<file path="src/verilog/fir_consts.svh">
`ifndef FIR_CONSTS_SVH
`define FIR_CONSTS_SVH

// filter shape
`define FIR_TAPS        11
`define FIR_DATA_W      32

// configuration port
`define FIR_ADDR_W      12
`define FIR_LEN_W       10

// register map
`define FIR_ADDR_CTRL   12'h000     // bit 0 starts a block
`define FIR_ADDR_LEN    12'h010     // samples per block
`define FIR_ADDR_COEF   12'h040     // coefficient k at base + 4k

`endif

</file>
<file path="src/verilog/fir_pkg.sv">
`default_nettype none

package fir_pkg;

`include "fir_consts.svh"

    typedef logic [`FIR_DATA_W-1:0] sample_t;
    typedef logic [`FIR_DATA_W-1:0] coef_t;
    typedef logic [`FIR_DATA_W-1:0] acc_t;     // wraps mod 2^32
    typedef logic [3:0]             tap_idx_t;
    typedef logic [`FIR_LEN_W-1:0]  blk_len_t;
    typedef logic [`FIR_ADDR_W-1:0] cfg_addr_t;

    typedef struct packed {
        cfg_addr_t              addr;
        logic [`FIR_DATA_W-1:0] data;
    } cfg_write_t;

    typedef struct packed {
        sample_t sample;
        logic    last;
    } sample_beat_t;                           // broadcast to every cell

    typedef struct packed {
        acc_t sum;
        logic last;
    } result_beat_t;

    typedef enum logic [0:0] {
        BLK_IDLE,
        BLK_RUN
    } blk_state_t;

endpackage

`default_nettype wire

</file>
<file path="src/verilog/fir_cfg_regs.sv">
`default_nettype none

`include "fir_consts.svh"

module fir_cfg_regs (
    input  wire                     axis_clk,
    input  wire                     axis_rst_n,
    input  wire                     cfg_valid,
    input  fir_pkg::cfg_write_t     cfg_write,
    input  wire                     busy,
    output logic                    cfg_ready,
    output logic                    start,
    output fir_pkg::blk_len_t       blk_len,
    output logic [`FIR_TAPS-1:0]    coef_we,
    output fir_pkg::coef_t          coef_data
);

    import fir_pkg::*;

    logic      cfg_hs;
    cfg_addr_t coef_offset;
    tap_idx_t  coef_idx;
    logic      coef_hit;

    assign cfg_ready = !busy;                  // no writes while a block runs
    assign cfg_hs    = cfg_valid && cfg_ready;

    // coefficient window decode
    assign coef_offset = cfg_write.addr - cfg_addr_t'(`FIR_ADDR_COEF);
    assign coef_idx    = coef_offset[5:2];
    assign coef_hit    = cfg_hs
                      && (cfg_write.addr >= cfg_addr_t'(`FIR_ADDR_COEF))
                      && (coef_offset[1:0] == 2'b00)
                      && (coef_offset[`FIR_ADDR_W-1:2] < `FIR_TAPS);

    always_comb begin
        coef_we = '0;
        if (coef_hit) begin
            coef_we[coef_idx] = 1'b1;          // one-hot into the cells
        end
    end

    assign coef_data = cfg_write.data;

    always_ff @(posedge axis_clk or negedge axis_rst_n) begin
        if (!axis_rst_n) begin
            start   <= 1'b0;
            blk_len <= '0;
        end else begin
            start <= cfg_hs && (cfg_write.addr == cfg_addr_t'(`FIR_ADDR_CTRL))
                  && cfg_write.data[0];
            if (cfg_hs && (cfg_write.addr == cfg_addr_t'(`FIR_ADDR_LEN))) begin
                blk_len <= cfg_write.data[`FIR_LEN_W-1:0];
            end
        end
    end

    // the ingress must report busy from the start pulse on
    a_busy_on_start: assert property (
        @(posedge axis_clk) disable iff (!axis_rst_n)
        start |-> busy
    );

endmodule

`default_nettype wire

</file>
<file path="config.mk">
export PLATFORM = sky130hd
export DESIGN_NAME = fir_cfg_regs
export DESIGN_NICKNAME = d
export VERILOG_FILES = /design/src/verilog/fir_pkg.sv /design/src/verilog/fir_cfg_regs.sv
export VERILOG_INCLUDE_DIRS = /design/src /design/src/verilog
export SDC_FILE = /design/constraint.sdc
export NUM_CORES = 1
export LEC_CHECK = 0
export ABC_CLOCK_PERIOD_IN_PS = 2200
export BUFFER_PORTS_ARGS = -buffer_cell sky130_fd_sc_hd__buf_2
export CORE_UTILIZATION = 35
export DETAILED_ROUTE_END_ITERATION = 10
export PLACE_DENSITY = 0.84
export SETUP_SLACK_MARGIN = 0.4
export SYNTH_ARGS = -nofsm -noshare
export SYNTH_HDL_FRONTEND = slang
export SYNTH_SLANG_ARGS = --single-unit
export TNS_END_PERCENT = 20
</file>
<file path="constraint.sdc">
create_clock -name axis_clk -period 2.2 [get_ports axis_clk]
set_input_delay 0.44 -clock axis_clk [delete_from_list [all_inputs] [get_ports axis_clk]]
set_output_delay 0.44 -clock axis_clk [all_outputs]
set_load 0.02 [all_outputs]
</file>
==> Word-level counts from Yosys, hierarchy flattened <==
Index checks and enable logic that the tools add are counted.
Widths: inputs -> output; s select.
{ "totals": {"register_bits": 11, "in_bits": 48, "output_inout_bits": 55, "word_cells": 22} }
{ "classes": {"n_addsub": 1, "n_lt_le_gt_ge": 4, "eq_ne": 1, "muxes": 3, "n_reduce_logical": 11} }
{ "op_table": {"columns": ["op", "n"], "rows": [
  ["$eq 12x5->1 const B", 1],
  ["$ge 12x7->1 const B", 1],
  ["$logic_not 12->1", 1],
  ["$sub 12x7->12 const B", 1],
  ["$mux 11", 1],
  ["$lt 10x4->1 const B", 1],
  ["$logic_and 1x1->1", 8],
  ["$lt 4x5->1 const B", 1],
  ["$demux 1 s4", 1],
  ["$ge 4x1->1 const B", 1],
  ["$logic_not 2->1", 1],
  ["$logic_not 1->1", 1],
  ["$mux 1", 1]
]} }

==> Depth between registers and ports, before layout <==
{ "logic_depth": {"depth_word": 6, "mapped_depth": 4, "ltp_nobuf": 3} }

==> Worst setup path after synthesis <==
No wires, ideal clock.
{ "synth_path": {"path_kind": "in2out", "startpoint": "in cfg_write[43] (netlist name)", "endpoint": "out coef_we[0]", "arrival_time_ps": 1743, "required_ps": 1760, "path_slack_ps": 17, "cell_stages": 3, "path_cell_list": "nor4b_1 nand3_1 nor4_1"} }
{ "synth_between": {"elab_chain_len": 5, "elab_cells_between_ends": 7, "classes_between": "add/sub (1); order compare (2); mux (1); reduce/logical (3)"} }
{ "synth_lines": {"columns": ["item", "line", "text"], "rows": [
  ["start: declaration", "fir_cfg_regs.sv:9", "input fir_pkg::cfg_write_t cfg_write,"],
  ["branches (longest 3 deep; another with $sub 12x7->12)", null, null],
  ["$logic_and 1x1->1 *", "fir_cfg_regs.sv:31", "assign coef_hit = cfg_hs"],
  ["$mux 11 *", "fir_cfg_regs.sv:38", "if (coef_hit) begin"],
  ["end: declaration", "fir_cfg_regs.sv:14", "output logic [`FIR_TAPS-1:0] coef_we,"]
]} }
Mark *: on every way between the ends.

==> Final worst setup path <==
{ "layout_path": {"startpoint": "in cfg_write[42] (netlist name)", "endpoint": "out coef_we[1]"} }
The elaborated chain is that of the path after synthesis.

==> metrics.csv <==
metric;value;unit
clkTransAtPathRegs;0.07;ns
netSwitchingPower;0.117;mW
synth_edf_count;0;
swShare;27.3;%
fillers;190;
wirelength;2000;µm
tightest_slew;0.387;ns
power_leakage;0.638;nW
ys_seq_area_share;31.6;%
max_stage_delay;0.28;ns
intPower;0.312;mW
rows;17;
nets;173;
crit_required;1.76;ns
p_per_area;366;nW/µm²
worstSetupStartpoint;cfg_write[42];
dp.cells;143;
path_cells;buf_2 -> nor4b_4 -> nand3_1 -> buf_6 -> nor3_2 -> buf_4;
syn_area;871;µm²
num_vias;783;
fin_cells;152;
synthTopCellsByArea;dfrtp_1 (32%), buf_4 (28%), mux2_2 (13%);
reg2reg_from;blk_len[7];
rrSetupSlack;1.44;ns
drt_first_iter_violations;8;
numCtsBuffers;3;
die_h;51.9;µm
fin_skew;0;ns
timing_hold_violations_final;0;
drtPass1Iterations;4;
cts_tree;done;
status;completed;
final_layout_size_suffix_gt1_share;75.0;%
port-buffer-count;58;
path_buf_inv;3;
ys.flop_type;dfrtp_1;
grt_pass1_wl;3130;µm
grt_setup_unrepaired;yes;
initial_utilization;38.3;%
cts_buffer_depth;2;
grt_usage;16.2;%
synth_fp_nets;136;
drc;0;
multi_input_area;425;µm²
finalSetupViolCount;0;
crit_type;in -> out;
vdd_drop_max;0.196;mV
ys_ff_latch;11;
worstPathMaxFanout;4;
dp_slack;0.0103;ns
pwr-share-seq;47.2;%
dp_hpwl;1540;µm
fin_crit;1.99;ns
r2r_end;blk_len[7];
cts-root-buf;clkbuf_4;
gp_congestion;0.647;
reg2reg_depth;1;
synth_cell_types;18;
clock.fmax;0.503;GHz
yosys_warnings;0;
critical_path.slowest_cell;nor4b_4;
synth_top_area_cell;dfrtp_1;
clock_latency;0.25;ns
fin_crit_sh;90.4;%
async_flop_share;100;%
slew_viol_final;0;
area_growth;34.8;%
min_path_type;in -> async;
crit_family;simple AND/OR/NAND/NOR gates;
syn_area_per_cell;9.90;µm²
start_kind;primary input;
overflow;0;
p_clk_share;30.3;%
ff_latch_area;275;µm²
antenna_found_initial;0;
grt_max_degree;12;
relSlewSlack;74.0;%
synth.most_common_cell;buf_4;
die_area;2690;µm²
synth_top_area_share;31.6;%
cts_sinks;11;
wl_per_cell;13.1;µm
viasPerCell;5.15;
layout_setup_ws;0.211;ns
cp-end-kind;output port;
htree_levels;1;
n_antenna_cell;0;
fp.dieW;51.9;µm
ant_nets;0;
p_comb_share;22.4;%
yosys-top-cells-count;buf_4 (32), dfrtp_1 (11), mux2_2 (10);
fp.coreArea;2280;µm²
ioPinCount;103;
max-cap-violations;0;
grt_pass1_vias;730;
setup_tns;0;ns
cp.arrival;1.55;ns
synthCells;88;
stage by stage:
stage	utilization (%)	hold slack (ns)	power, mW	cell area, µm²
6_report	51.6	0.0382	0.429	1170
5_1_grt	51.6	0.0347	0.459	1170
4_1_cts	50.6	0.0358	0.437	1150
3_5_place_dp	45.3	0.323	0.292	1030
3_3_place_gp	45.3	0.318	0.289	1030
2_1_floorplan	-	0.144	0.317	931
placed cells by master (no fill, tap or decap):
cell type / count
buf_6: 6
nor4_2: 1
clkbuf_1: 1
buf_2: 47
nand2_1: 2
mux2_2: 10
nand4_4: 1
buf_4: 13
inv_1: 3
nor4b_4: 2
nand2b_4: 1
nand4b_1: 3
nand2b_1: 2
nor2b_1: 1
dfrtp_1: 11
nand3_1: 2
nor4_1: 1
nor3_2: 5
clkbuf_4: 3
nor3_4: 1
nor4_4: 3
nor2_1: 5
sequential cells by signal (all words and copies together), names as in the netlist:
signal   count
blk_len     10
start        1
timing repair:
item | 4_1_cts | 5_1_grt
gates resized for setup | 18 | 2
endpoints found under the setup margin | 11 | 11
hold buffers | 0 | 0
pin swaps | 8 | 4
setup buffers | 3 | 2
area by class of cell:
class,instances,area share (%)
Inverter,3,0.959
Clock buffer,4,2.24
Multi-Input combinational cell,40,36.2
Timing Repair Buffer,66,34.1
Sequential cell,11,23.5
Tap cell,28,2.99
power by group through the flow:
stage / logic [mW] / clock network [mW] / registers [mW]
6_report: 0.0963 / 0.130 / 0.203
5_1_grt: 0.103 / 0.154 / 0.203
4_1_cts: 0.0948 / 0.140 / 0.203
3_5_place_dp: 0.0857 / 0 / 0.207
3_3_place_gp: 0.0824 / 0 / 0.207
2_1_floorplan: 0.110 / 0 / 0.207
worst max-delay path by stage:
stage / to / slack [ns] / depth (start not counted)
after floorplan: coef_we[6] / 0.20 / 3
after global routing: coef_we[9] / 0.16 / 7
after detailed placement: coef_we[4] / 0.01 / 5
after global placement: coef_we[4] / 0.06 / 5
after CTS: coef_we[4] / 0.23 / 6
final: coef_we[1] / 0.21 / 6
logic make-up after synthesis:
group | count (synthesis) | share of synthesized area, %
buffers and inverters | 37 | 29.7
flip-flops | 11 | 31.6
multiplexers | 10 | 12.9
AND/OR/NAND/NOR | 30 | 25.7
metal layers:
layer	vias up	global-route usage [%]	part of all wire (%)
li1	339	-	-
met4	0	16.2	5.9
met3	30	3.80	10
met1	347	14.4	31
met5	-	0	0
met2	67	28.8	53
Power figures use the tool's default switching activity.
