## config.mk

```make
export PLATFORM = sky130hd
export DESIGN_NAME = fir_tap_cell
export DESIGN_NICKNAME = d
export VERILOG_FILES = /design/src/verilog/fir_pkg.sv /design/src/verilog/fir_tap_cell.sv
export VERILOG_INCLUDE_DIRS = /design/src /design/src/verilog
export SDC_FILE = /design/constraint.sdc
export NUM_CORES = 1
export LEC_CHECK = 0
export BUFFER_PORTS_ARGS = -buffer_cell sky130_fd_sc_hd__buf_4
export CAP_MARGIN = 20
export CORE_MARGIN = 3
export CORE_UTILIZATION = 57
export CTS_BUF_LIST = sky130_fd_sc_hd__clkbuf_16
export DETAILED_ROUTE_END_ITERATION = 10
export GPL_ROUTABILITY_DRIVEN = 0
export PLACE_DENSITY = 0.8
export SYNTH_ARGS = -nofsm -noshare
export SYNTH_HDL_FRONTEND = slang
export SYNTH_SLANG_ARGS = --single-unit
```

## constraint.sdc

```tcl
create_clock -name axis_clk -period 12.7 [get_ports axis_clk]
set_input_delay 3.175 -clock axis_clk [delete_from_list [all_inputs] [get_ports axis_clk]]
set_output_delay 3.175 -clock axis_clk [all_outputs]
set_load 0.02 [all_outputs]
```

## src/verilog/fir_consts.svh

```systemverilog
`ifndef FIR_CONSTS_SVH
`define FIR_CONSTS_SVH

// filter shape
`define FIR_TAPS        11
`define FIR_DATA_W      32

// configuration port
`define FIR_ADDR_W      12
`define FIR_LEN_W       10

// register map
`define FIR_ADDR_CTRL   12'h000     // bit 0 starts a block
`define FIR_ADDR_LEN    12'h010     // samples per block
`define FIR_ADDR_COEF   12'h040     // coefficient k at base + 4k

`endif

```

## src/verilog/fir_pkg.sv

```systemverilog
`default_nettype none

package fir_pkg;

`include "fir_consts.svh"

    typedef logic [`FIR_DATA_W-1:0] sample_t;
    typedef logic [`FIR_DATA_W-1:0] coef_t;
    typedef logic [`FIR_DATA_W-1:0] acc_t;     // wraps mod 2^32
    typedef logic [3:0]             tap_idx_t;
    typedef logic [`FIR_LEN_W-1:0]  blk_len_t;
    typedef logic [`FIR_ADDR_W-1:0] cfg_addr_t;

    typedef struct packed {
        cfg_addr_t              addr;
        logic [`FIR_DATA_W-1:0] data;
    } cfg_write_t;

    typedef struct packed {
        sample_t sample;
        logic    last;
    } sample_beat_t;                           // broadcast to every cell

    typedef struct packed {
        acc_t sum;
        logic last;
    } result_beat_t;

    typedef enum logic [0:0] {
        BLK_IDLE,
        BLK_RUN
    } blk_state_t;

endpackage

`default_nettype wire

```

## src/verilog/fir_tap_cell.sv

```systemverilog
`default_nettype none

module fir_tap_cell (
    input  wire                     axis_clk,
    input  wire                     axis_rst_n,
    input  wire                     coef_we,
    input  fir_pkg::coef_t          coef_data,
    input  wire                     advance,
    input  wire                     clear,
    input  fir_pkg::sample_beat_t   beat,
    input  fir_pkg::acc_t           psum_in,
    output fir_pkg::acc_t           psum_next,
    output fir_pkg::acc_t           psum
);

    import fir_pkg::*;

    coef_t coef;

    // 32-bit context, so the product and sum both wrap
    assign psum_next = acc_t'(coef * beat.sample + psum_in);

    always_ff @(posedge axis_clk or negedge axis_rst_n) begin
        if (!axis_rst_n) begin
            coef <= '0;
        end else if (coef_we) begin
            coef <= coef_data;
        end
    end

    always_ff @(posedge axis_clk or negedge axis_rst_n) begin
        if (!axis_rst_n) begin
            psum <= '0;
        end else if (clear) begin
            psum <= '0;                        // drop history of the previous block
        end else if (advance) begin
            psum <= psum_next;
        end
    end

endmodule

`default_nettype wire

```

Yosys cells after proc, flatten, opt, wreduce, memory -nomap -nowiden
Index checks and enable logic that the tools add are counted.
{ "classes": {"addsub": 1, "mul": 1, "muxes": 2, "reduce_logical": 1} }
{ "op_table": {"columns": ["operator", "count"], "rows": [
  ["$mux 32", 2],
  ["$add 32x32->32", 1],
  ["$mul 32x32->32", 1],
  ["$reduce_bool 2->1", 1]
]} }
{ "totals": {"output_inout_bits": 64, "in_bits": 102, "elab_cells": 7, "regBits": 64} }

Logic depth before layout (Yosys ltp)
{ "logic_depth": {"word_depth": 4, "mapped_depth": 29, "ltp_nobuf": 27} }

Worst setup path after synthesis
Ideal clock, no wire load.
{ "synth_path": {"path_kind": "input to output", "from": "input port beat[4] in the netlist's numbering", "to": "output port psum_next[31]", "path_buffers": 2, "slack_ns": -0.472, "cell_stages": 27, "arrival_time_ns": 9.997, "path_cell_list": "clkbuf_1 clkbuf_1 and2_1 fa_1 fa_1 fa_1 inv_1 fa_1 inv_1 fa_1 inv_1 fa_1 inv_1 fa_1 inv_1 fa_1 inv_1 ha_1 nand3_1 nor2_1 a21o_1 o31a_1 o21a_1 a311o_1 a311o_1 xnor2_1 inv_1"} }
{ "synth_via": {"elab_chain_len": 2} }
{ "synth_rtl": {"columns": ["item", "line", "rtl"], "rows": [
  ["from (decl)", "fir_tap_cell.sv:10", "input fir_pkg::sample_beat_t beat,"],
  ["$mul 32x32->32", "fir_tap_cell.sv:21", "assign psum_next = acc_t'(coef * beat.sample + psum_in);"],
  ["$add 32x32->32", "fir_tap_cell.sv:21", null],
  ["to (decl)", "fir_tap_cell.sv:12", "output fir_pkg::acc_t psum_next,"]
]} }
No other way between the ends.

Worst setup path after layout
Same ends and word-level chain as after synthesis.

==> metrics <==
Std-Cell Core Area=32900 um^2; cell type contributing the most total cell area after synthesis=sky130_fd_sc_hd__fa_1; worst-case setup margin in the final layout=-529 ps; period utilization=1.04; final hold slack=507 ps; largest family of logic cells by synthesized area=adder cells; fmax=75.6 MHz; # nets final=2935; Post-Synthesis Cell Area=19300 um^2; cell count of the worst hold path=2; compound-cell area share of the yosys netlist=0.0262; initial core utilization=0.586; CTS tree=yes; highest fanout seen on the critical path=7; fraction of the yosys area taken by sequential cells=0.0829; worst setup skew after layout=12.8 ps; depth of the worst register-to-register path=28; residual antenna-violating net count after detailed routing=0; endpoint class of the critical path=output port; clock latency at the later pin of the worst-skew pair=370 ps; relative slew slack=0.214; number of maximum-capacitance constraint violations=0; time the final worst path needs with I/O delays and setup=13230 ps; average footprint of a synthesized cell=9.44 um^2; Clk pin slew, worst setup/hold paths=60 ps; number of flops mapped to enable cells by yosys=0; number of detailed-route iterations in the first pass=8; Post-synth top flop=sky130_fd_sc_hd__dfrtp_1; via/cell ratio=5.45; drc violations=0; count of pins over their slew limit=0; count of distinct cell types in the synthesized netlist=50; detailed placer's ending HPWL=41.6 mm; all-layer global routing usage=0.303; simple logic cell fraction of the synthesized area=0.173; vias in the first global route=16266; worst slew pin tran=1180 ps; number of rows created at floorplan=66; crit path launch type=input pin; buffer cell driving the clock tree root=sky130_fd_sc_hd__clkbuf_16; synth warn=0; data arrival at the endpoint of the critical path=10050 ps; synth cell count leaders=485 x sky130_fd_sc_hd__inv_1, 438 x sky130_fd_sc_hd__fa_1, 365 x sky130_fd_sc_hd__and2_1, 177 x sky130_fd_sc_hd__nand2_1, 124 x sky130_fd_sc_hd__ha_1; height of the chip=190 um; multiplexer area fraction after synthesis=0.0306; Synth top area share=0.454; average wire per cell in the routed design=19.7 um; top area cells in the synthesized netlist=sky130_fd_sc_hd__fa_1 45%, sky130_fd_sc_hd__and2_1 12%, sky130_fd_sc_hd__inv_1 9.4%, sky130_fd_sc_hd__dfrtp_1 8.3%, sky130_fd_sc_hd__ha_1 8.0%; number of standard cells after synthesis=2046; CTS Buf Count=9; failing checks=negative setup slack; antenna cells=0; share of synthesized registers carrying an async set or reset=1.00; die outline area=36100 um^2; xor-xnor portion of the synthesized cell area=0.0394; fraction of final layout cells with drive strength greater than 1=0.204; Tightest Hold Check Type=register to register; final global-route overflow total=0; endpoint required time on the critical path=9520 ps; clk sink count=64; Horiz. Die Dim=190 um; Synth Area in Adders=0.534; Initial DRC Count=1061; total of flip-flops plus latches after synthesis=64; maximum clock insertion buffer count=2; Port Buffers=164; nets in the synthesized netlist=2710; total setup violations reported at the end of the flow=9; total number of vias=14821; result of the run=finished, violations left; unrepaired setup endpoints after global routing=yes; final WL=53.5 mm; first-pass GRT wire length=84.6 mm; layout overhead on the synthesized area=19.5%; antenna violations before repair=0; H-tree Lvls=3; maximum number of pins on one net before global-route repair=65; category of the critical setup timing path=input pin to output port; most numerous cell in the Yosys netlist=sky130_fd_sc_hd__inv_1; number of placed I/O pins=166; number of buffers inserted by hold repair at cts=0; Final Hold Fails=0
==> cells by family after synthesis <==
| group | after synthesis |
|---|---|
| adder cells (fa/ha/maj) | 562 |
| AND/OR/NAND/NOR | 623 |
| XOR/XNOR | 87 |
| buffers and inverters | 584 |
| flip-flops | 64 |
| multiplexers | 55 |
| AO/OA/AOI/OAI | 71 |
==> critical path: stages <==
cell	delay [ps]
sky130_fd_sc_hd__buf_12	120
sky130_fd_sc_hd__and2_4	160
sky130_fd_sc_hd__fa_1	570
sky130_fd_sc_hd__fa_1	430
sky130_fd_sc_hd__fa_1	540
sky130_fd_sc_hd__inv_2	50
sky130_fd_sc_hd__fa_1	470
sky130_fd_sc_hd__inv_1	50
sky130_fd_sc_hd__fa_1	480
sky130_fd_sc_hd__inv_1	50
sky130_fd_sc_hd__fa_1	470
sky130_fd_sc_hd__inv_1	50
sky130_fd_sc_hd__fa_1	510
sky130_fd_sc_hd__inv_2	50
sky130_fd_sc_hd__fa_1	510
sky130_fd_sc_hd__inv_2	50
sky130_fd_sc_hd__ha_4	250
sky130_fd_sc_hd__nand3_4	130
sky130_fd_sc_hd__nor2_4	40
sky130_fd_sc_hd__a21o_1	190
sky130_fd_sc_hd__o31a_1	290
sky130_fd_sc_hd__o21a_1	250
sky130_fd_sc_hd__a311o_1	340
sky130_fd_sc_hd__a311o_1	340
sky130_fd_sc_hd__xnor2_2	280
sky130_fd_sc_hd__inv_2	60
sky130_fd_sc_hd__buf_6	130
==> flip-flops by register name, summed over array words and instances (netlist names) <==
register / cells
psum: 32
coef: 32
==> what timing repair did <==
action	4_1_cts	5_1_grt
gates resized for setup	94	59
endpoints found under the setup margin	11	15
setup buffers	10	10
pin swaps	55	45
gates cloned	2	1
==> area by class of cell <==
type                            instances  area, um^2
Multi-Input combinational cell       1398       16100
Fill cell                            2305        9870
Timing Repair Buffer                  313        2640
Inverter                              485        1820
Sequential cell                        64        1600
Tap cell                              442         553
Clock buffer                            9         225
Clock inverter                          7         110
==> worst paths after layout <==
kind	end	from	slack, ps
min in group asynchronous	psum[4]	axis_rst_n	2940
setup / recovery	psum_next[31]	beat[4]	-530
max in group asynchronous	coef[7]	axis_rst_n	9190
hold / removal	psum[30]	psum[30]	510
setup reg to reg	psum[29]	coef[9]	4740
hold reg to reg	psum[30]	psum[30]	510
==> metrics by stage <==
stage / cells / setup TNS, ps / util / setup slack (ps) / cell area [um^2]
floorplan: 2046 / -106 / - / -106 / 19400
global placement: 2682 / -4130 / 0.662 / -772 / 21800
CTS: 2708 / -2690 / 0.690 / -502 / 22700
global route: 2718 / -4240 / 0.700 / -688 / 23100
detailed placement: 2682 / -5160 / 0.662 / -923 / 21800
finish: 2718 / -2710 / 0.700 / -529 / 23100
==> cell usage in the layout (no fill, tap or decap), types with 15 or more instances in the layout <==
cell                      instances
sky130_fd_sc_hd__inv_1          471
sky130_fd_sc_hd__nor2_1          41
sky130_fd_sc_hd__and2_1         351
sky130_fd_sc_hd__mux2i_1         23
sky130_fd_sc_hd__fa_1           423
sky130_fd_sc_hd__buf_6           29
sky130_fd_sc_hd__xnor2_1         61
sky130_fd_sc_hd__mux2_2          32
sky130_fd_sc_hd__ha_1           109
sky130_fd_sc_hd__xor2_1          16
sky130_fd_sc_hd__nand2_1        175
sky130_fd_sc_hd__fa_2            15
sky130_fd_sc_hd__dfrtp_1         64
sky130_fd_sc_hd__buf_4          271
==> per-layer routing <==
metal / global-route usage / share of wire / vias up
met1: 0.389 / 0.37 / 7611
met2: 0.509 / 0.50 / 718
li1: - / - / 6357
met4: 0.126 / 0.042 / 0
met5: 0 / 0 / -
met3: 0.0553 / 0.085 / 135
Power is not shown: default switching activity piles up to over one toggle a cycle in this logic, so the estimate is an artifact.
