### src/verilog/fir_consts.svh
`ifndef FIR_CONSTS_SVH
`define FIR_CONSTS_SVH

// filter shape
`define FIR_TAPS        11
`define FIR_DATA_W      32

// configuration port
`define FIR_ADDR_W      12
`define FIR_LEN_W       10

// register map
`define FIR_ADDR_CTRL   12'h000     // bit 0 starts a block
`define FIR_ADDR_LEN    12'h010     // samples per block
`define FIR_ADDR_COEF   12'h040     // coefficient k at base + 4k

`endif

### src/verilog/fir_pkg.sv
`default_nettype none

package fir_pkg;

`include "fir_consts.svh"

    typedef logic [`FIR_DATA_W-1:0] sample_t;
    typedef logic [`FIR_DATA_W-1:0] coef_t;
    typedef logic [`FIR_DATA_W-1:0] acc_t;     // wraps mod 2^32
    typedef logic [3:0]             tap_idx_t;
    typedef logic [`FIR_LEN_W-1:0]  blk_len_t;
    typedef logic [`FIR_ADDR_W-1:0] cfg_addr_t;

    typedef struct packed {
        cfg_addr_t              addr;
        logic [`FIR_DATA_W-1:0] data;
    } cfg_write_t;

    typedef struct packed {
        sample_t sample;
        logic    last;
    } sample_beat_t;                           // broadcast to every cell

    typedef struct packed {
        acc_t sum;
        logic last;
    } result_beat_t;

    typedef enum logic [0:0] {
        BLK_IDLE,
        BLK_RUN
    } blk_state_t;

endpackage

`default_nettype wire

### src/verilog/fir_sample_ingress.sv
`default_nettype none

module fir_sample_ingress (
    input  wire                     axis_clk,
    input  wire                     axis_rst_n,
    input  wire                     start,
    input  fir_pkg::blk_len_t       blk_len,
    input  wire                     ss_tvalid,
    input  fir_pkg::sample_t        ss_tdata,
    input  wire                     slot_free,
    output logic                    ss_tready,
    output logic                    busy,
    output logic                    advance,
    output logic                    clear,
    output fir_pkg::sample_beat_t   beat
);

    import fir_pkg::*;

    blk_state_t state;
    blk_len_t   count;                         // samples taken so far in this block
    logic       last_sample;

    assign ss_tready   = (state == BLK_RUN) && slot_free;
    assign advance     = ss_tvalid && ss_tready;
    assign clear       = (state == BLK_IDLE) && start;
    assign busy        = (state == BLK_RUN) || start;   // covers the start cycle too
    assign last_sample = (blk_len_t'(count + 1'b1) == blk_len);

    assign beat.sample = ss_tdata;
    assign beat.last   = last_sample;

    always_ff @(posedge axis_clk or negedge axis_rst_n) begin
        if (!axis_rst_n) begin
            state <= BLK_IDLE;
            count <= '0;
        end else begin
            case (state)
                BLK_IDLE: begin
                    if (start) begin
                        state <= BLK_RUN;
                        count <= '0;
                    end
                end
                BLK_RUN: begin
                    if (advance) begin
                        count <= count + 1'b1;
                        if (last_sample) begin
                            state <= BLK_IDLE;         // block ends on its last handshake
                        end
                    end
                end
                default: begin
                    state <= BLK_IDLE;
                end
            endcase
        end
    end

    // a zero-length block would never terminate
    a_len_nonzero: assert property (
        @(posedge axis_clk) disable iff (!axis_rst_n)
        clear |-> (blk_len != '0)
    );

    // the counter stays below the length for the whole block
    a_count_in_range: assert property (
        @(posedge axis_clk) disable iff (!axis_rst_n)
        (state == BLK_RUN) |-> (count < blk_len)
    );

endmodule

`default_nettype wire

### config.mk
export PLATFORM = sky130hd
export DESIGN_NAME = fir_sample_ingress
export DESIGN_NICKNAME = d
export VERILOG_FILES = /design/src/verilog/fir_pkg.sv /design/src/verilog/fir_sample_ingress.sv
export VERILOG_INCLUDE_DIRS = /design/src /design/src/verilog
export SDC_FILE = /design/constraint.sdc
export NUM_CORES = 1
export LEC_CHECK = 0
export BUFFER_PORTS_ARGS = -buffer_cell sky130_fd_sc_hd__buf_2
export CAP_MARGIN = 10
export CORE_UTILIZATION = 44
export CTS_BUF_LIST = sky130_fd_sc_hd__clkbuf_4
export CTS_CLUSTER_DIAMETER = 200
export DETAILED_ROUTE_END_ITERATION = 10
export PLACE_DENSITY = 0.91
export REMOVE_ABC_BUFFERS = 1
export SLEW_MARGIN = 25
export SYNTH_ARGS = -nofsm -noshare
export SYNTH_HDL_FRONTEND = slang
export SYNTH_SLANG_ARGS = --single-unit
### constraint.sdc
create_clock -name axis_clk -period 6.05 [get_ports axis_clk]
set_input_delay 1.21 -clock axis_clk [delete_from_list [all_inputs] [get_ports axis_clk]]
set_output_delay 1.21 -clock axis_clk [all_outputs]
set_load 0.02 [all_outputs]
Yosys cells after proc, flatten, opt, wreduce, memory -nomap -nowiden. Cells that the tools add are included.

Bits in registers: 11. Latch bits: 0. Bits in writable memories: 0. ROM bits: 0. Bits of input ports: 47. Output and inout port bits: 37. Logic and storage cells: 19. Memories kept: 0.

$add $sub $neg: 1. Multipliers: 0. Divide/modulo/power cells: 0. Magnitude comparators: 0. Eq/ne operators: 3. Shift operators: 0. Muxes and demuxes: 7. Bitwise logic cells: 1. Reductions and logical operators: 5.

Operators by type and width (number): $mux 10 (2); $pmux 10 s2 (1); $add 10x1->10 const B (1); $eq 10x10->1 (1); $ne 2x2->1 const B (2); $logic_and 1x1->1 (3); $mux 1 (3); $pmux 1 s2 (1); $reduce_and 2->1 (1); $logic_or 1x1->1 (1); $not 1->1 (1).

Logic depth before layout (Yosys ltp). Gate-level depths: netlist of the first run.

Depth in word-level cells: 5. Mapped depth: 7. Depth with buffers taken out: 7.

Worst setup path after synthesis of the first run. OpenSTA, ideal clock, no wires.

Path kind: input to output. Start: input blk_len[8]. End: output beat[0] in the netlist's numbering. Arrival time: 2253 ps. Setup slack: 2587 ps. Cell stages on the path: 6. Path buffers: 1. Cells stage by stage: and4_1 nor3b_1 o21ai_0 o311a_1 nor4_2 buf_4.

Cells in the longest elaborated chain, start to end: 1.

Ends and longest elaborated chain: start: declaration (line fir_sample_ingress.sv:7) `input fir_pkg::blk_len_t blk_len,`; $eq 10x10->1 (line fir_sample_ingress.sv:28) `assign last_sample = (blk_len_t'(count + 1'b1) == blk_len);`; end: declaration (line fir_sample_ingress.sv:15) `output fir_pkg::sample_beat_t beat`.

Every way passes these cells.

==> metrics.yaml, run 1 <==
firstDrtPassIters: 4
antenna_found_initial: 0
p_seq_share_pct: 47.8
swShare_pct: 32.45
vias_per_cell: 5.804
cts.reportedPaths.clkPinSlew_ns: 0.06
ys_top_cells_by_area: "dfrtp_1 26%, buf_4 23%, xnor2_1 7.4%, o21ai_0 6.6%, nor2_1 3.9%"
worst-setup-path-type: "primary input to output port"
min_period_ns: 3.872
ios: 84
ys_ff_latch: 11
drcViolationCount: 0
rsz0062_at_grt: "no"
die_h_um: 51.19
clkPwrFrac_pct: 27.6
cts_hold_buf: 0
cts_made_buffers: 3
seq_area_frac_synth_pct: 25.85
maxCapViolCount: 0
start_kind: "primary input"
avgSynthCellArea_um2: 8.066
drv_slew: 0
rows: 17
slew_headroom_pct: 67.91
cpMostUsedCell: "buf_2"
fp.coreArea_um2: 2255
grt_max_degree: 15
fmax_mhz: 258.2
irDropWorstVdd_v: 0.0001124
ant_nets: 0
post_cts_buffers: 0
synth_area_um2: 1065
cp.required_ns: 4.84
finalCritPeriodShare_pct: 64.01
critPathSlowestCell: "nor4_2"
clock_latency_ns: 0.27
synth_top_cell_by_area: "dfrtp_1"
power_leakage_uw: 0.0003981
status: "finished, final reports clean"
cts_tree: "done"
crit_arrival_ns: 2.66
cts_htree_levels: 1
tns_ns: 0
grt-ovfl-total: 0
synth_warnings: 0
wl_per_cell_um: 20.80
power_uw: 196.9
finalWeightedCongestion: 0.9034
synth_top_area_share_pct: 25.85
numClockSinks: 11
dp_hpwl_mm: 2.449
critPathCaptureType: "output port"
min_path_type: "flop to flop"
vias: 859
synthCells: 132
p_int_uw: 133.0
cts_resized: 0
cp_slowest_stage_delay_ns: 0.40
drive_gt1_share_pct: 23.33
die_x_um: 51.19
power.density_nw_per_um2: 203.3
p_switching_uw: 63.89
utilization_pct: 42.95
grt_pass1_wl_mm: 4.519
clockRootBuffer: "clkbuf_4"
tightestPinTransition_ns: 0.4795
dieArea_um2: 2620
diodes: 0
grt_use_total_pct: 25.00
grt_pass1_vias: 781
syn2layout_area_growth_pct: -9.048
initial_core_util_pct: 47.23
power_frac_comb_pct: 24.6
crit_fanout: 3
final_hold_viol_count: 0
crit_chain: "buf_2, and4_1, nor3b_1, o21ai_0, o311a_1, nor4_2, buf_2"
routed_wl_mm: 3.078
fin_nets: 169
drt-initial-drc-count: 21
finalClockSkew_ns: 0.004839
setup-violations-final: 0
clock_path_buffers: 2
synth.distinct_cells: 34
io_buffers: 19
==> logic make-up (layout without fill, tap and decap cells) <==
family / count (synthesis) / in the layout / synth area share [%]
DFF: 11 / 11 / 25.85
xor gates and xnor gates: 13 / 13 / 10.69
and+or+nand+nor: 44 / 44 / 22.68
adders and majority gates: 1 / 1 / 1.175
buffers and inverters: 38 / 26 / 25.15
AOI/OAI and AO/OA: 25 / 25 / 14.45
==> critical path, delay by kind of cell <==
family / cells / cell delay, ns
simple gates: 3 / 0.83
buf+inv: 2 / 0.35
compound gates: 2 / 0.28
==> per-stage QoR <==
| step | hold WS [ns] | setup WS [ns] | instance area [um2] | std cells |
|---|---|---|---|---|
| 3_3_place_gp | 0.5445 | 2.337 | 938.4 | 144 |
| 2_1_floorplan | 0.5048 | 2.500 | 808.3 | 97 |
| 6_report | 0.5729 | 2.178 | 968.4 | 148 |
| 5_1_grt | 0.6004 | 2.051 | 968.4 | 148 |
| 3_5_place_dp | 0.5644 | 2.245 | 938.4 | 144 |
| 4_1_cts | 0.5749 | 2.229 | 968.4 | 148 |
==> power by group through the flow <==
stage               registers, uW  logic, uW  clock network [uW]
CTS                          93.8       48.8                56.8
detailed placement           95.1       48.5                   0
global placement             93.5       46.5                   0
finish                       94.1       48.5                54.3
global route                 95.3       55.1                59.5
floorplan                    91.1       34.5                   0
==> flip-flops by register name, indices dropped and copies added, names as in the netlist <==
signal / flops
count: 10
state: 1
==> layer usage <==
| metal | routed length (um) | share of wire, % | global-route usage, % |
|---|---|---|---|
| met1 | 1235 | 40 | 30.59 |
| met2 | 1166 | 38 | 29.82 |
| met5 | 0 | 0 | 0 |
| met4 | 12 | 0.39 | 6.944 |
| met3 | 663 | 22 | 24.11 |
==> Yosys cell counts (all sizes together) <==
cell type  number
nor3b           2
a21oi           2
or2             1
and4            1
o211ai          1
o21ai          14
nor2           11
a21boi          1
o221ai          1
buf            35
nand2           9
xnor2           9
and3            1
clkinv          1
o311ai          1
inv             2
nand4           1
xor2            4
and2            2
nand2b          2
nand3           5
o41ai           1
dfrtp          11
o31ai           3
nor2b           3
or3             2
nor3            3
nor4            1
o311a           1
ha              1
==> path summary, 6_finish.rpt <==
check / start / end / slack, ns / cells after the start
setup / recovery: blk_len[8] / beat[0] / 2.18 / 7
hold / removal: count[8] / count[8] / 0.57 / 1
setup reg to reg: count[0] / state / 3.91 / 7
hold reg to reg: count[8] / count[8] / 0.57 / 1
max in group asynchronous: axis_rst_n / count[8] / 5.04 / 1
min in group asynchronous: axis_rst_n / count[9] / 0.80 / 1
==> area by class of cell <==
| cell class | count | area (um2) |
|---|---|---|
| Timing Repair Buffer | 19 | 95.09 |
| Multi-Input combinational cell | 83 | 521.8 |
| Sequential cell | 11 | 275.3 |
| Tap cell | 28 | 35.03 |
| Clock buffer | 4 | 30.03 |
| Inverter | 3 | 11.26 |
| Fill cell | 253 | 1286 |
==> cell usage in the layout, fill, tap and decap left out, types with 2 or more instances in the layout <==
cell type,instances
a21oi_1,2
buf_2,19
clkbuf_4,4
dfrtp_1,11
inv_1,2
nand2_1,9
nand2b_1,2
nand3_1,2
nand3_2,3
nor2_1,11
nor2b_1,3
nor3_1,3
nor3b_1,2
o21ai_0,14
o31ai_1,3
or3_1,2
xnor2_1,9
xor2_1,4
(Power assumes the default switching activity.)
==> run 2, diff against run 1 <==
--- a/config.mk
+++ b/config.mk
@@ -8,11 +8,11 @@
 export LEC_CHECK = 0
 export BUFFER_PORTS_ARGS = -buffer_cell sky130_fd_sc_hd__buf_2
 export CAP_MARGIN = 10
-export CORE_UTILIZATION = 44
+export CORE_UTILIZATION = 37
 export CTS_BUF_LIST = sky130_fd_sc_hd__clkbuf_4
 export CTS_CLUSTER_DIAMETER = 200
 export DETAILED_ROUTE_END_ITERATION = 10
-export PLACE_DENSITY = 0.91
+export PLACE_DENSITY = 0.82
 export REMOVE_ABC_BUFFERS = 1
 export SLEW_MARGIN = 25
 export SYNTH_ARGS = -nofsm -noshare
==> constraint.sdc (replaced) <==
create_clock -name axis_clk -period 3.2 [get_ports axis_clk]
set_input_delay 0.64 -clock axis_clk [delete_from_list [all_inputs] [get_ports axis_clk]]
set_output_delay 0.64 -clock axis_clk [all_outputs]
set_load 0.02 [all_outputs]
==> run 2 against run 1 <==
  * Non-clock buffer count is the same
  * Cell area grew 0.39%
  * First-iteration DRC count grew 67%
==> metrics.yaml, run 2 (synthesized netlist as in run 1, its figures left out) <==
status: "finished, final reports clean"
holdWs_ns: 0.2257  # -0.3472 ns
irDropWorstVdd_v: 0.0002777  # +150%
largest_reg_flops: 10  # unchanged
finalCritPeriodShare_pct: 89.39
start_kind: "flop"
vias_per_cell: 5.530  # -4.7%
dp_hpwl_mm: 2.363  # -3.5%
ios: 84  # unchanged
clkPwrFrac_pct: 28.6  # +1.0 points
maxCapViolCount: 0  # unchanged
drt-initial-drc-count: 35  # +67%
p_switching_uw: 122.5  # +92%
syn2layout_area_growth_pct: -8.696
power_leakage_uw: 0.0003981  # unchanged
r2r_slack_ns: 1.12  # -2.79 ns
fp.coreArea_um2: 2734  # +21%
grt_pass1_wl_mm: 4.554  # +0.77%
seq_area_um2: 275.3  # unchanged
final_cell_mix: "19 x buf_2, 14 x o21ai_0, 11 x nor2_1, 11 x dfrtp_1"
cp-startpoint: "count[0]"
design_area_um2: 972.2  # +0.39%
worst-setup-path-type: "flop to output port"
rows: 19  # +2
firstDrtPassIters: 4  # unchanged
min_path_type: "primary input to async pin"
drive_gt1_share_pct: 23.33  # unchanged
initial_core_util_pct: 38.95  # -8.3 points
clockRootBuffer: "clkbuf_4"
io_buffers: 19  # unchanged
tightestPinTransition_ns: 0.4848  # +0.005243 ns
multiInputGateArea_um2: 521.8  # unchanged
top_regs: "count (10), state (1)"
cts_htree_levels: 1  # unchanged
die_x_um: 55.65  # +8.7%
cp.required_ns: 2.56  # -2.28 ns
rsz0062_at_grt: "no"
ant_nets: 0  # unchanged
drcViolationCount: 0  # unchanged
critPathCaptureType: "output port"
grt_pass1_vias: 767  # -1.8%
slew_headroom_pct: 67.56  # -0.35 points
cts_resized: 0  # unchanged
crit_fanout: 7  # +4
wl_per_cell_um: 19.87  # -4.5%
cts.reportedPaths.clkPinSlew_ns: 0.07  # about the same
crit_arrival_ns: 2.22  # -0.44 ns
final_hold_viol_count: 0  # unchanged
cts_made_buffers: 3  # unchanged
clock_latency_ns: 0.27  # about the same
grt_use_total_pct: 20.10  # -4.9 points
swShare_pct: 32.74  # +0.29 points
largest_register: "count"
fin_nets: 169  # unchanged
finalWeightedCongestion: 0.8139  # -9.9%
p_int_uw: 251.6  # +89%
rr_worst_depth: 6  # -1
final_common_cell: "buf_2"
cts_tree: "done"
routed_wl_mm: 3.000  # -2.5%
placed_area_um2: 942.2  # +0.40%
power_frac_comb_pct: 24.6  # about the same
vias: 835  # -2.8%
finalClockSkew_ns: 0.002336  # -0.002504 ns
fill_cells: 278  # +9.9%
diodes: 0  # unchanged
cts_hold_buf: 0  # unchanged
die_h_um: 55.65  # +8.7%
min_period_ns: 2.860
setup-violations-final: 0  # unchanged
clock_path_buffers: 2  # unchanged
worstReg2RegStart: "state"
grt_max_degree: 15  # unchanged
drv_slew: 0  # unchanged
tns_ns: 0  # unchanged
power.density_nw_per_um2: 384.7  # +89%
numClockSinks: 11  # unchanged
antenna_found_initial: 0  # unchanged
grt-ovfl-total: 0  # unchanged
p_seq_share_pct: 46.9  # -0.9 points
fmax_mhz: 349.6
post_cts_buffers: 0  # unchanged
dieArea_um2: 3096  # +18%
run 2: power groups by stage:
stage | Combinational (uW) | Clock (uW) | Sequential (uW)
4_1_cts | 93.5 | 112 | 175
5_1_grt | 106 | 120 | 178
2_1_floorplan | 65.3 | 0 | 172
6_report | 92.0 | 107 | 175
3_3_place_gp | 92.0 | 0 | 177
3_5_place_dp | 92.9 | 0 | 178
run 2: final timing paths:
check / to
setup / recovery: beat[0]
hold / removal: count[4]
setup reg to reg: count[6]
hold reg to reg: count[6]
max in group asynchronous: count[1]
min in group axis_clk: count[6]
run 2: worst max-delay path, stage by stage (launching register included):
cell      delay, ns
dfrtp_1        0.44
ha_1           0.29
nand3_2        0.16
nor3_1         0.31
xnor2_1        0.16
o221ai_1       0.14
nor4_2         0.23
buf_2          0.22
run 2: cell type report:
class	instances	share of cell area, %
tap	31	3.990
timing repair buffer	19	9.781
clock buffer	4	3.089
sequential	11	28.31
inverter	3	1.158
multi-input combinational	83	53.67
run 2: through the flow:
stage	total power, uW	std cells	worst slack, ns	util, %
after floorplan	237.6	97	0.7319	-
after global placement	268.7	147	0.6169	34.46
after detailed placement	270.6	147	0.6114	34.46
after CTS	381.2	151	0.3128	35.56
after global routing	403.6	151	0.09942	35.56
final	374.0	151	0.3396	35.56
run 2: layer usage:
metal / wire (um) / global-route usage (%) / vias up
li1: - / - / 397
met1: 1361 / 25.81 / 372
met2: 1009 / 21.00 / 61
met3: 595 / 20.23 / 5
met4: 34 / 6.071 / 0
met5: 0 / 10.71 / -
