<file path="config.mk">
export PLATFORM = sky130hd
export DESIGN_NAME = fir_result_egress
export DESIGN_NICKNAME = d
export VERILOG_FILES = /design/src/verilog/fir_pkg.sv /design/src/verilog/fir_result_egress.sv
export VERILOG_INCLUDE_DIRS = /design/src /design/src/verilog
export SDC_FILE = /design/constraint.sdc
export NUM_CORES = 1
export LEC_CHECK = 0
export BUFFER_PORTS_ARGS = -buffer_cell sky130_fd_sc_hd__buf_2
export CELL_PAD_IN_SITES_DETAIL_PLACEMENT = 1
export CELL_PAD_IN_SITES_GLOBAL_PLACEMENT = 1
export CORE_ASPECT_RATIO = 2
export CORE_MARGIN = 3
export CORE_UTILIZATION = 31
export DETAILED_ROUTE_END_ITERATION = 8
export GPL_TIMING_DRIVEN = 0
export MAX_ROUTING_LAYER = met4
export PLACE_DENSITY = 0.84
export REMOVE_ABC_BUFFERS = 1
export SKIP_CTS_REPAIR_TIMING = 1
export SKIP_LAST_GASP = 1
export SLEW_MARGIN = 30
export SYNTH_ARGS = -nofsm -noshare
export SYNTH_HDL_FRONTEND = slang
export SYNTH_SLANG_ARGS = --single-unit
</file>
<file path="constraint.sdc">
create_clock -name axis_clk -period 1 [get_ports axis_clk]
set_clock_uncertainty 0.1 [all_clocks]
set_input_delay 0.1 -clock axis_clk [delete_from_list [all_inputs] [get_ports axis_clk]]
set_output_delay 0.1 -clock axis_clk [all_outputs]
set_load 0.005 [all_outputs]
</file>
<file path="src/verilog/fir_consts.svh">
`ifndef FIR_CONSTS_SVH
`define FIR_CONSTS_SVH

// filter shape
`define FIR_TAPS        11
`define FIR_DATA_W      32

// configuration port
`define FIR_ADDR_W      12
`define FIR_LEN_W       10

// register map
`define FIR_ADDR_CTRL   12'h000     // bit 0 starts a block
`define FIR_ADDR_LEN    12'h010     // samples per block
`define FIR_ADDR_COEF   12'h040     // coefficient k at base + 4k

`endif

</file>
<file path="src/verilog/fir_pkg.sv">
`default_nettype none

package fir_pkg;

`include "fir_consts.svh"

    typedef logic [`FIR_DATA_W-1:0] sample_t;
    typedef logic [`FIR_DATA_W-1:0] coef_t;
    typedef logic [`FIR_DATA_W-1:0] acc_t;     // wraps mod 2^32
    typedef logic [3:0]             tap_idx_t;
    typedef logic [`FIR_LEN_W-1:0]  blk_len_t;
    typedef logic [`FIR_ADDR_W-1:0] cfg_addr_t;

    typedef struct packed {
        cfg_addr_t              addr;
        logic [`FIR_DATA_W-1:0] data;
    } cfg_write_t;

    typedef struct packed {
        sample_t sample;
        logic    last;
    } sample_beat_t;                           // broadcast to every cell

    typedef struct packed {
        acc_t sum;
        logic last;
    } result_beat_t;

    typedef enum logic [0:0] {
        BLK_IDLE,
        BLK_RUN
    } blk_state_t;

endpackage

`default_nettype wire

</file>
<file path="src/verilog/fir_result_egress.sv">
`default_nettype none

module fir_result_egress (
    input  wire                     axis_clk,
    input  wire                     axis_rst_n,
    input  wire                     advance,
    input  fir_pkg::result_beat_t   result,
    input  wire                     sm_tready,
    output logic                    slot_free,
    output logic                    sm_tvalid,
    output fir_pkg::acc_t           sm_tdata,
    output logic                    sm_tlast
);

    import fir_pkg::*;

    logic         full;
    result_beat_t slot;

    assign slot_free = !full || sm_tready;     // empty, or draining this cycle
    assign sm_tvalid = full;
    assign sm_tdata  = slot.sum;
    assign sm_tlast  = slot.last;

    always_ff @(posedge axis_clk or negedge axis_rst_n) begin
        if (!axis_rst_n) begin
            full <= 1'b0;
        end else if (advance) begin
            full <= 1'b1;                      // fill wins over a same-edge drain
        end else if (sm_tready) begin
            full <= 1'b0;
        end
    end

    always_ff @(posedge axis_clk) begin
        if (advance) begin
            slot <= result;
        end
    end

    a_hold_while_stalled: assert property (
        @(posedge axis_clk) disable iff (!axis_rst_n)
        (sm_tvalid && !sm_tready) |=> (sm_tvalid && $stable(sm_tdata) && $stable(sm_tlast))
    );

endmodule

`default_nettype wire

</file>
# == Word-level counts from Yosys, hierarchy flattened ==
# Index checks and enable logic that the tools add are counted.
# W data, S select, Z words.
# word_totals
ff_bits,34
output_inout_bits,35
word_cells,8
# classes
n_mux,2
reduce_logical,3
# ops
cell,n
$mux W1,2
$reduce_bool A2 Y1,1
$logic_not A1 Y1,1
$logic_or A1 B1 Y1,1

# == Longest topological paths before layout ==
# Gate-level depths: netlist of run 1.
# depth
word_depth,2
depth_mapped,2
depth_no_buf,2

# == Worst setup path after synthesis of run 1 ==
# OpenSTA, ideal clock, no wires.
# synth_path
path_type,reg-to-reg
start,register sm_tvalid (netlist name)
end,"register full, in the netlist sm_tvalid"
t_arrival_ns,0.525
required_time_ns,0.779
setup_slack_ns,0.253
path_stages_with_launch,3
path_buffers,0
synth_period_minus_slack_ns,0.747
cell_sequence,dfrtp_1 > nand2b_4 > nand2b_2
# synth_lines
item,line,source
to (signal assigned),fir_result_egress.sv:27,full <= 1'b0;
to (signal assigned),fir_result_egress.sv:29,full <= 1'b1;
to (signal assigned),fir_result_egress.sv:31,full <= 1'b0;
to (decl),fir_result_egress.sv:17,logic full;

# == Final worst setup path of run 1 ==
# layout_path
start,"register full, in the netlist sm_tvalid"
end,output port slot_free
# layout_via
elab_chain_len,2
# layout_rtl
item,line,source
$logic_not A1 Y1,fir_result_egress.sv:20,assign slot_free = !full || sm_tready;
$logic_or A1 B1 Y1,fir_result_egress.sv:20,
to (decl),fir_result_egress.sv:9,"output logic slot_free,"
# Every way passes these cells.

==> impl_metrics.ini, run 1 <==
[cells_and_area]
drive_gt1_frac = 0.533
antenna_cells = 0
fin_cells = 181
syn2layout_area_growth_pct = 79.9
num-nets-final = 186

[setup_path]
crit_chain = nand2b_4 -> buf_6
cp.arrival_ps = 880
cp_slowest_cell = dfrtp_1
cpPeakStageDelay_ps = 420
cp-end-kind = output pin
critical_path_class = flop to output pin
path_max_fanout = 2
start_kind = flop
required_ps = 800

[cts]
insertion_delay_ps = 270
cts_sinks = 34
ctsRootBufferMaster = clkbuf_8
clk_path_buf_depth = 2
cts_made_buffers = 5
h-tree-depth = 2
clk_pin_slew_ps = 60
cts_tree = done

[logic_synthesis]
synth_cell_types = 4
ys_seq_area_frac = 0.978
synthTopCellsByArea = edfxtp_1 95%, dfrtp_1 2.4%, nand2b_4 1.3%, nand2b_2 0.84%
synthCells = 36
netlist_area_um2 = 1040
synth_area_leader_cell = edfxtp_1
syn_avg_cell_area_um2 = 28.8
synth_commonest_cells = 33 x edfxtp_1, 1 x dfrtp_1, 1 x nand2b_2, 1 x nand2b_4
ys_seq_elements = 34
synth_top_area_share = 0.954
synth_most_common_cell = edfxtp_1
synth_edf_count = 33
synthFlopType = edfxtp_1
async_flop_share = 0.0294
ys_warn_count = 0

[global_route]
grt_usage = 0.124
grt_pass1_vias = 723
grt-ovfl-total = 0
antenna_found_initial = 0
grt_pass1_wl_mm = 3.36
grt_max_degree = 35

[timing]
min_period_ps = 1080
maxSlewHeadroom = 0.511
period_share = 1.08
drv_slew = 0
setup_slack_ps = -80.9
setup_viol = 4
tightest_slew_ps = 734
rsz0062_at_grt = true
hold_viol_final = 0
fmax_mhz = 925

[die]
core_um2 = 3190
die_y_um = 87.9
die_w_um = 46.9
rows = 29
start_util = 0.325
dieArea_um2 = 4120
ioPinCount = 72

[pwr]
power_density_nw_per_um2 = 1610
p_leak_nw = 0.815
peakVddDrop_v = 0.00107

[drt]
vias = 796
viasPerCell = 4.40
ant_nets = 0
dr.pass1.iters = 2
drc_errors = 0
routed_wl_mm = 3.26
wire_per_inst_um = 18.0
drt-initial-drc-count = 8

[job]
maxCapViolCount = 0

[placement]
dp_slack_ps = -167
port_buffers = 71
dp_hpwl_mm = 1.81
gp_congestion = 0.626
placed_cells = 138

[outcome]
violations = negative setup slack
outcome = finished with violations

[min_path]
hold_class = input pin to asynchronous set/reset pin
## power by group
| group | internal (mW) | total [mW] | switching (mW) |
|---|---|---|---|
| registers | 1.69 | 1.72 | 0.0289 |
| clock network | 0.478 | 0.930 | 0.453 |
| logic | 0.217 | 0.357 | 0.140 |
## critical path: cells and delay by family, from the launching register on
family / cells / cell delay (ps)
flip-flops: 1 / 420
AND/OR/NAND/NOR: 1 / 90
buffers and inverters: 1 / 90
## state kept, by name, indices dropped and copies added (netlist names)
signal and cells:
sm_tdata 32, sm_tvalid 1, sm_tlast 1
## kinds of logic (layout without fill, tap and decap cells)
logic type	after synthesis	in the layout	share of synthesized area
flops	34	34	0.978
simple gates	2	2	0.0217
buf+inv	0	114	0
## cell type report
cell class | count | area (um^2)
Multi-Input combinational cell | 2 | 22.5
Timing Repair Buffer | 106 | 709
Clock buffer | 6 | 72.6
Fill cell | 323 | 1330
Sequential cell | 34 | 1020
Clock inverter | 2 | 8.76
Tap cell | 31 | 38.8
## per-layer routing
| metal | share of wire | vias to the layer above | GRT usage |
|---|---|---|---|
| met5 | 0 | - | - |
| met4 | 0.018 | 0 | 0.0529 |
| met3 | 0.063 | 4 | 0.0391 |
| met2 | 0.60 | 49 | 0.212 |
| met1 | 0.32 | 376 | 0.121 |
| li1 | - | 367 | - |
## final timing paths
| check | from | endpoint | slack (ps) | cells after the start |
|---|---|---|---|---|
| worst max-delay path | sm_tvalid$_DFFE_PN0P_ | slot_free | -80 | 2 |
| worst min-delay path | axis_rst_n | sm_tvalid$_DFFE_PN0P_ | 80 | 2 |
| worst max register to register | sm_tvalid$_DFFE_PN0P_ | sm_tvalid$_DFFE_PN0P_ | 120 | 3 |
| worst min register to register | sm_tvalid$_DFFE_PN0P_ | sm_tvalid$_DFFE_PN0P_ | 600 | 3 |
| max in group asynchronous | axis_rst_n | sm_tvalid$_DFFE_PN0P_ | 630 | 2 |
| min in group axis_clk | sm_tready | sm_tvalid$_DFFE_PN0P_ | 110 | 4 |
## placed cells by master (no fill, tap or decap), drive strengths merged
cell         instances
clkbuf               6
dfrtp                1
dlygate4sd3         34
nand2b               2
clkinv               2
buf                 72
edfxtp              33
## stage by stage
step / power [mW] / area, um^2 / hold WS (ps) / setup TNS, ps / util
after floorplan: 1.77 / 1040 / -296 / 0 / -
after global placement: 1.96 / 1430 / -224 / -3880 / 0.449
after detailed placement: 1.98 / 1430 / -216 / -5580 / 0.449
after CTS: 2.89 / 1510 / -508 / -126 / 0.474
after global routing: 3.13 / 1870 / 90.2 / -485 / 0.585
final: 3.00 / 1870 / 76.0 / -170 / 0.585
No activity file was read; power rests on OpenSTA's default activity.
==> run 2, diff against run 1 <==
- PLACE_DENSITY: 0.84 -> not set
- PLACE_DENSITY_LB_ADDON: not set -> 0.08
==> run 2 against run 1 <==
Compared with the run above: the flow finishes with violations (negative hold slack, negative setup slack); maximum frequency up 2.8%; via count down 2.8%; die area unchanged; critical path depth unchanged; sequential power about the same; non-clock buffer count down 1; design area down 0.47%; utilization down 0.27 points; total power down 1.5%; global-route usage down 1.6 points; critical path type unchanged; critical endpoint unchanged.
==> impl_metrics.ini, run 2 (synthesis gave the netlist of run 1 again) <==
[cells_and_area]
fillers = 312
largest_reg_flops = 32
num-nets-final = 185
postLayoutCoreUtil = 0.582
antenna_cells = 0
layout_commonest_cell = buf_2
final_cell_mix = 70 x buf_2, 34 x dlygate4sd3_1, 33 x edfxtp_1, 5 x clkbuf_8, 3 x clkbuf_1
final_area_um2 = 1860
syn2layout_area_growth_pct = 79.0
drive_gt1_frac = 0.523

[cts]
cts_tree = done
clk_path_buf_depth = 2
cts_made_buffers = 5
h-tree-depth = 2
clk_pin_slew_ps = 60
cts_sinks = 34
ctsRootBufferMaster = clkbuf_8
insertion_delay_ps = 270

[drt]
viasPerCell = 4.30
dr.pass1.iters = 4
top_layer = met4
wl_met3_um = 254
vias = 774
wl_met2_mm = 1.28
wire_per_inst_um = 13.1
ant_nets = 0
drt-initial-drc-count = 29
met1Wirelength_um = 787
routed_wl_mm = 2.36
drc_errors = 0

[global_route]
grt_max_degree = 35
grt-ovfl-total = 0
grt_pass1_wl_mm = 2.95
grt_pass1_vias = 666
antenna_found_initial = 0
grt_usage = 0.108

[setup_path]
critPathBufInv = 1
cpPeakStageDelay_ps = 400
cp_slowest_cell = dfrtp_1
cp-end-kind = output pin
path_max_fanout = 2
crit_chain = nand2b_4 -> buf_6
required_ps = 800
critical_path.top_delay_family = flip-flops
critical_path_class = flop to output pin
cp.arrival_ps = 850
start_kind = flop

[pwr]
p_leak_nw = 0.808
peakVddDrop_v = 0.00106
finalPower_mw = 2.96
power_density_nw_per_um2 = 1590

[timing]
period_share = 1.05
drv_slew = 0
maxSlewHeadroom = 0.525
tightest_slew_ps = 712
fmax_mhz = 951
setup_slack_ps = -51.9
holdWs_ps = -0.729
rsz0062_at_grt = true
min_period_ps = 1050
hold_viol_final = 1
setup_viol = 2

[die]
die_y_um = 87.9
start_util = 0.325
dieArea_um2 = 4120
ioPinCount = 72
rows = 29
core_um2 = 3190
die_w_um = 46.9

[placement]
port_buffers = 71
gp_congestion = 0.611
placed_cell_area_um2 = 1430

[outcome]
outcome = finished with violations
violations = negative hold slack, negative setup slack

[job]
maxCapViolCount = 0

[min_path]
hold_class = input pin to flop
==> run 2: cell types whose count changed in the layout (fill, tap and decap cells not counted) <==
cell / before / now
clkbuf_1: 1 / 3
clkinv_2: 1 / 0
buf_4: 1 / 0
clkinv_1: 1 / 0
==> run 2: cell type report <==
cell class	count	area, um^2	area share
tap	31	38.8	0.0209
sequential	34	1020	0.546
timing repair buffer	105	702	0.378
multi-input combinational	2	22.5	0.0121
clock buffer	8	80.1	0.0431
==> run 2: worst paths after layout <==
| path | slack (ps) | endpoint | start | depth (start not counted) |
|---|---|---|---|---|
| setup reg to reg | 250 | sm_tvalid$_DFFE_PN0P_ | sm_tvalid$_DFFE_PN0P_ | 2 |
| hold reg to reg | 440 | sm_tvalid$_DFFE_PN0P_ | sm_tvalid$_DFFE_PN0P_ | 2 |
| hold / removal | -0.7 | sm_tvalid$_DFFE_PN0P_ | sm_tready | 3 |
| setup / recovery | -50 | slot_free | sm_tvalid$_DFFE_PN0P_ | 2 |
| max in group asynchronous | 680 | sm_tvalid$_DFFE_PN0P_ | axis_rst_n | 2 |
| min in group asynchronous | 40 | sm_tvalid$_DFFE_PN0P_ | axis_rst_n | 2 |
==> run 2: report_power, final <==
part	total (mW)	internal, mW	switching [mW]
sequential	1.71	1.69	0.0246
clock	0.912	0.493	0.418
combinational	0.334	0.213	0.121
total	2.96	2.39	0.564
==> run 2: metrics by stage <==
stage                     hold slack, ps  worst slack, ps  setup TNS, ps  cells
after floorplan                     -296              253              0     36
after global placement              -225             -149          -4960    138
after detailed placement            -223             -168          -5600    138
after CTS                           -527            -78.2           -110    146
after global routing                9.81            -98.5           -354    180
final                             -0.729            -51.9          -66.3    180
==> run 2: worst reg2reg max path, delay by kind of cell (launching register included) <==
kind	cells	cell delay, ps
DFF	1	400
and+or+nand+nor	2	140
==> run 2: routing by layer <==
layer  track usage  up-vias
li1              -      365
met1         0.102      347
met2         0.170       58
met3        0.0597        4
met4        0.0529        0
met5             -        -
==> run 3, diff against run 2 <==
==> constraint.sdc (replaced) <==
create_clock -name axis_clk -period 1 [get_ports axis_clk]
set_clock_uncertainty 0.1 [all_clocks]
set_input_delay 0.05 -clock axis_clk [delete_from_list [all_inputs] [get_ports axis_clk]]
set_output_delay 0.05 -clock axis_clk [all_outputs]
set_load 0.005 [all_outputs]
==> run 3 against run 2 <==
Compared with the run above: the run still ends with negative hold slack, negative setup slack left; maximum frequency rose by 5.1%; register-to-register slack barely moved; clock-buffer cell count did not move; utilization rose by 0.31 points; via count rose by 1.3%; setup slack improved by 51 ps; largest cell class unchanged.
==> impl_metrics.ini, run 3 (synthesis gave the netlist of run 1 again) <==
[pwr]
peakVddDrop_v = 0.00105
power_density_nw_per_um2 = 1590
finalPower_mw = 2.96
p_leak_nw = 0.812

[timing]
min_period_ps = 1000
fmax_mhz = 999
holdWs_ps = -50.3
rsz0062_at_grt = true
setup_viol = 1
drv_slew = 0
setup_slack_ps = -1.19
tightest_slew_ps = 729
maxSlewHeadroom = 0.514
period_share = 1.00
hold_viol_final = 1

[drt]
dr.pass1.iters = 4
routed_wl_mm = 2.38
drc_errors = 0
ant_nets = 0
vias = 784
viasPerCell = 4.33
drt-initial-drc-count = 25
wire_per_inst_um = 13.1

[outcome]
violations = negative hold slack, negative setup slack
outcome = finished with violations

[cts]
h-tree-depth = 2
cts_tree = done
ctsRootBufferMaster = clkbuf_8
cts_made_buffers = 5
clk_pin_slew_ps = 60
insertion_delay_ps = 270
cts_sinks = 34
clk_path_buf_depth = 2

[global_route]
grt_pass1_wl_mm = 2.95
grt_max_degree = 35
antenna_found_initial = 0
grt-ovfl-total = 0
grt_usage = 0.108
grt_pass1_vias = 666

[min_path]
hold_class = input pin to flop

[setup_path]
start_kind = flop
critical_path.top_delay_family = flip-flops
crit_chain = nand2b_4 -> buf_6
critPathBufInv = 1
path_max_fanout = 2
required_ps = 850
critical_path_class = flop to output pin
cpPeakStageDelay_ps = 400
cp_slowest_cell = dfrtp_1
cp-end-kind = output pin
cp.arrival_ps = 850

[cells_and_area]
postLayoutCoreUtil = 0.585
final_area_um2 = 1870
seq_area_um2 = 1020
drive_gt1_frac = 0.520
syn2layout_area_growth_pct = 80.0
multi_input_area_um2 = 22.5
final_cell_mix = 70 x buf_2, 35 x dlygate4sd3_1, 33 x edfxtp_1, 5 x clkbuf_8, 3 x clkbuf_1
layout_commonest_cell = buf_2
antenna_cells = 0
largest_reg_flops = 32
fillers = 312
num-nets-final = 186
fin_cells = 181

[die]
ioPinCount = 72
die_w_um = 46.9
rows = 29
die_y_um = 87.9
start_util = 0.325
core_um2 = 3190
dieArea_um2 = 4120

[placement]
gp_congestion = 0.611
port_buffers = 71
placed_cells = 138
placed_cell_area_um2 = 1430

[job]
maxCapViolCount = 0
[run 3: cell count changes in the layout (fill, tap and decap cells not counted), sizes merged]
cell         delta
dlygate4sd3     +1
[run 3: power breakdown]
| part | switching [mW] | internal, mW |
|---|---|---|
| sequential | 0.0249 | 1.69 |
| clock | 0.419 | 0.493 |
| combinational | 0.123 | 0.216 |
| total | 0.566 | 2.40 |
[run 3: final timing paths]
| kind | startpoint | end | slack, ps | depth (start not counted) |
|---|---|---|---|---|
| setup / recovery | sm_tvalid$_DFFE_PN0P_ | slot_free | -1 | 2 |
| hold / removal | sm_tready | sm_tvalid$_DFFE_PN0P_ | -50 | 3 |
| setup reg to reg | sm_tvalid$_DFFE_PN0P_ | sm_tvalid$_DFFE_PN0P_ | 250 | 2 |
| hold reg to reg | sm_tvalid$_DFFE_PN0P_ | sm_tvalid$_DFFE_PN0P_ | 430 | 2 |
| max in group asynchronous | axis_rst_n | sm_tvalid$_DFFE_PN0P_ | 170 | 3 |
| min in group asynchronous | axis_rst_n | sm_tvalid$_DFFE_PN0P_ | 530 | 3 |
[run 3: area by class of cell]
type	count	share of cell area
timing repair buffer	106	0.381
clock buffer	8	0.0428
multi-input combinational	2	0.0120
sequential	34	0.544
tap	31	0.0207
[run 3: worst reg2reg max path: stages, from the launching register on]
cell and delay [ps]:
dfrtp_1 400, nand2b_4 90, nand2b_2 50
[run 3: metrics by stage]
step,setup TNS [ps],setup slack [ps]
global placement,-3260,-99.0
floorplan,0,253
CTS,-28.2,-28.2
global route,-50.4,-50.0
detailed placement,-3900,-118
finish,-1.19,-1.19
[run 3: routing by layer]
metal	wire length (um)	global-route usage	share of wire
met4	38	0.0529	0.016
met3	250	0.0597	0.11
met1	819	0.102	0.34
met2	1270	0.170	0.53
met5	0	-	0
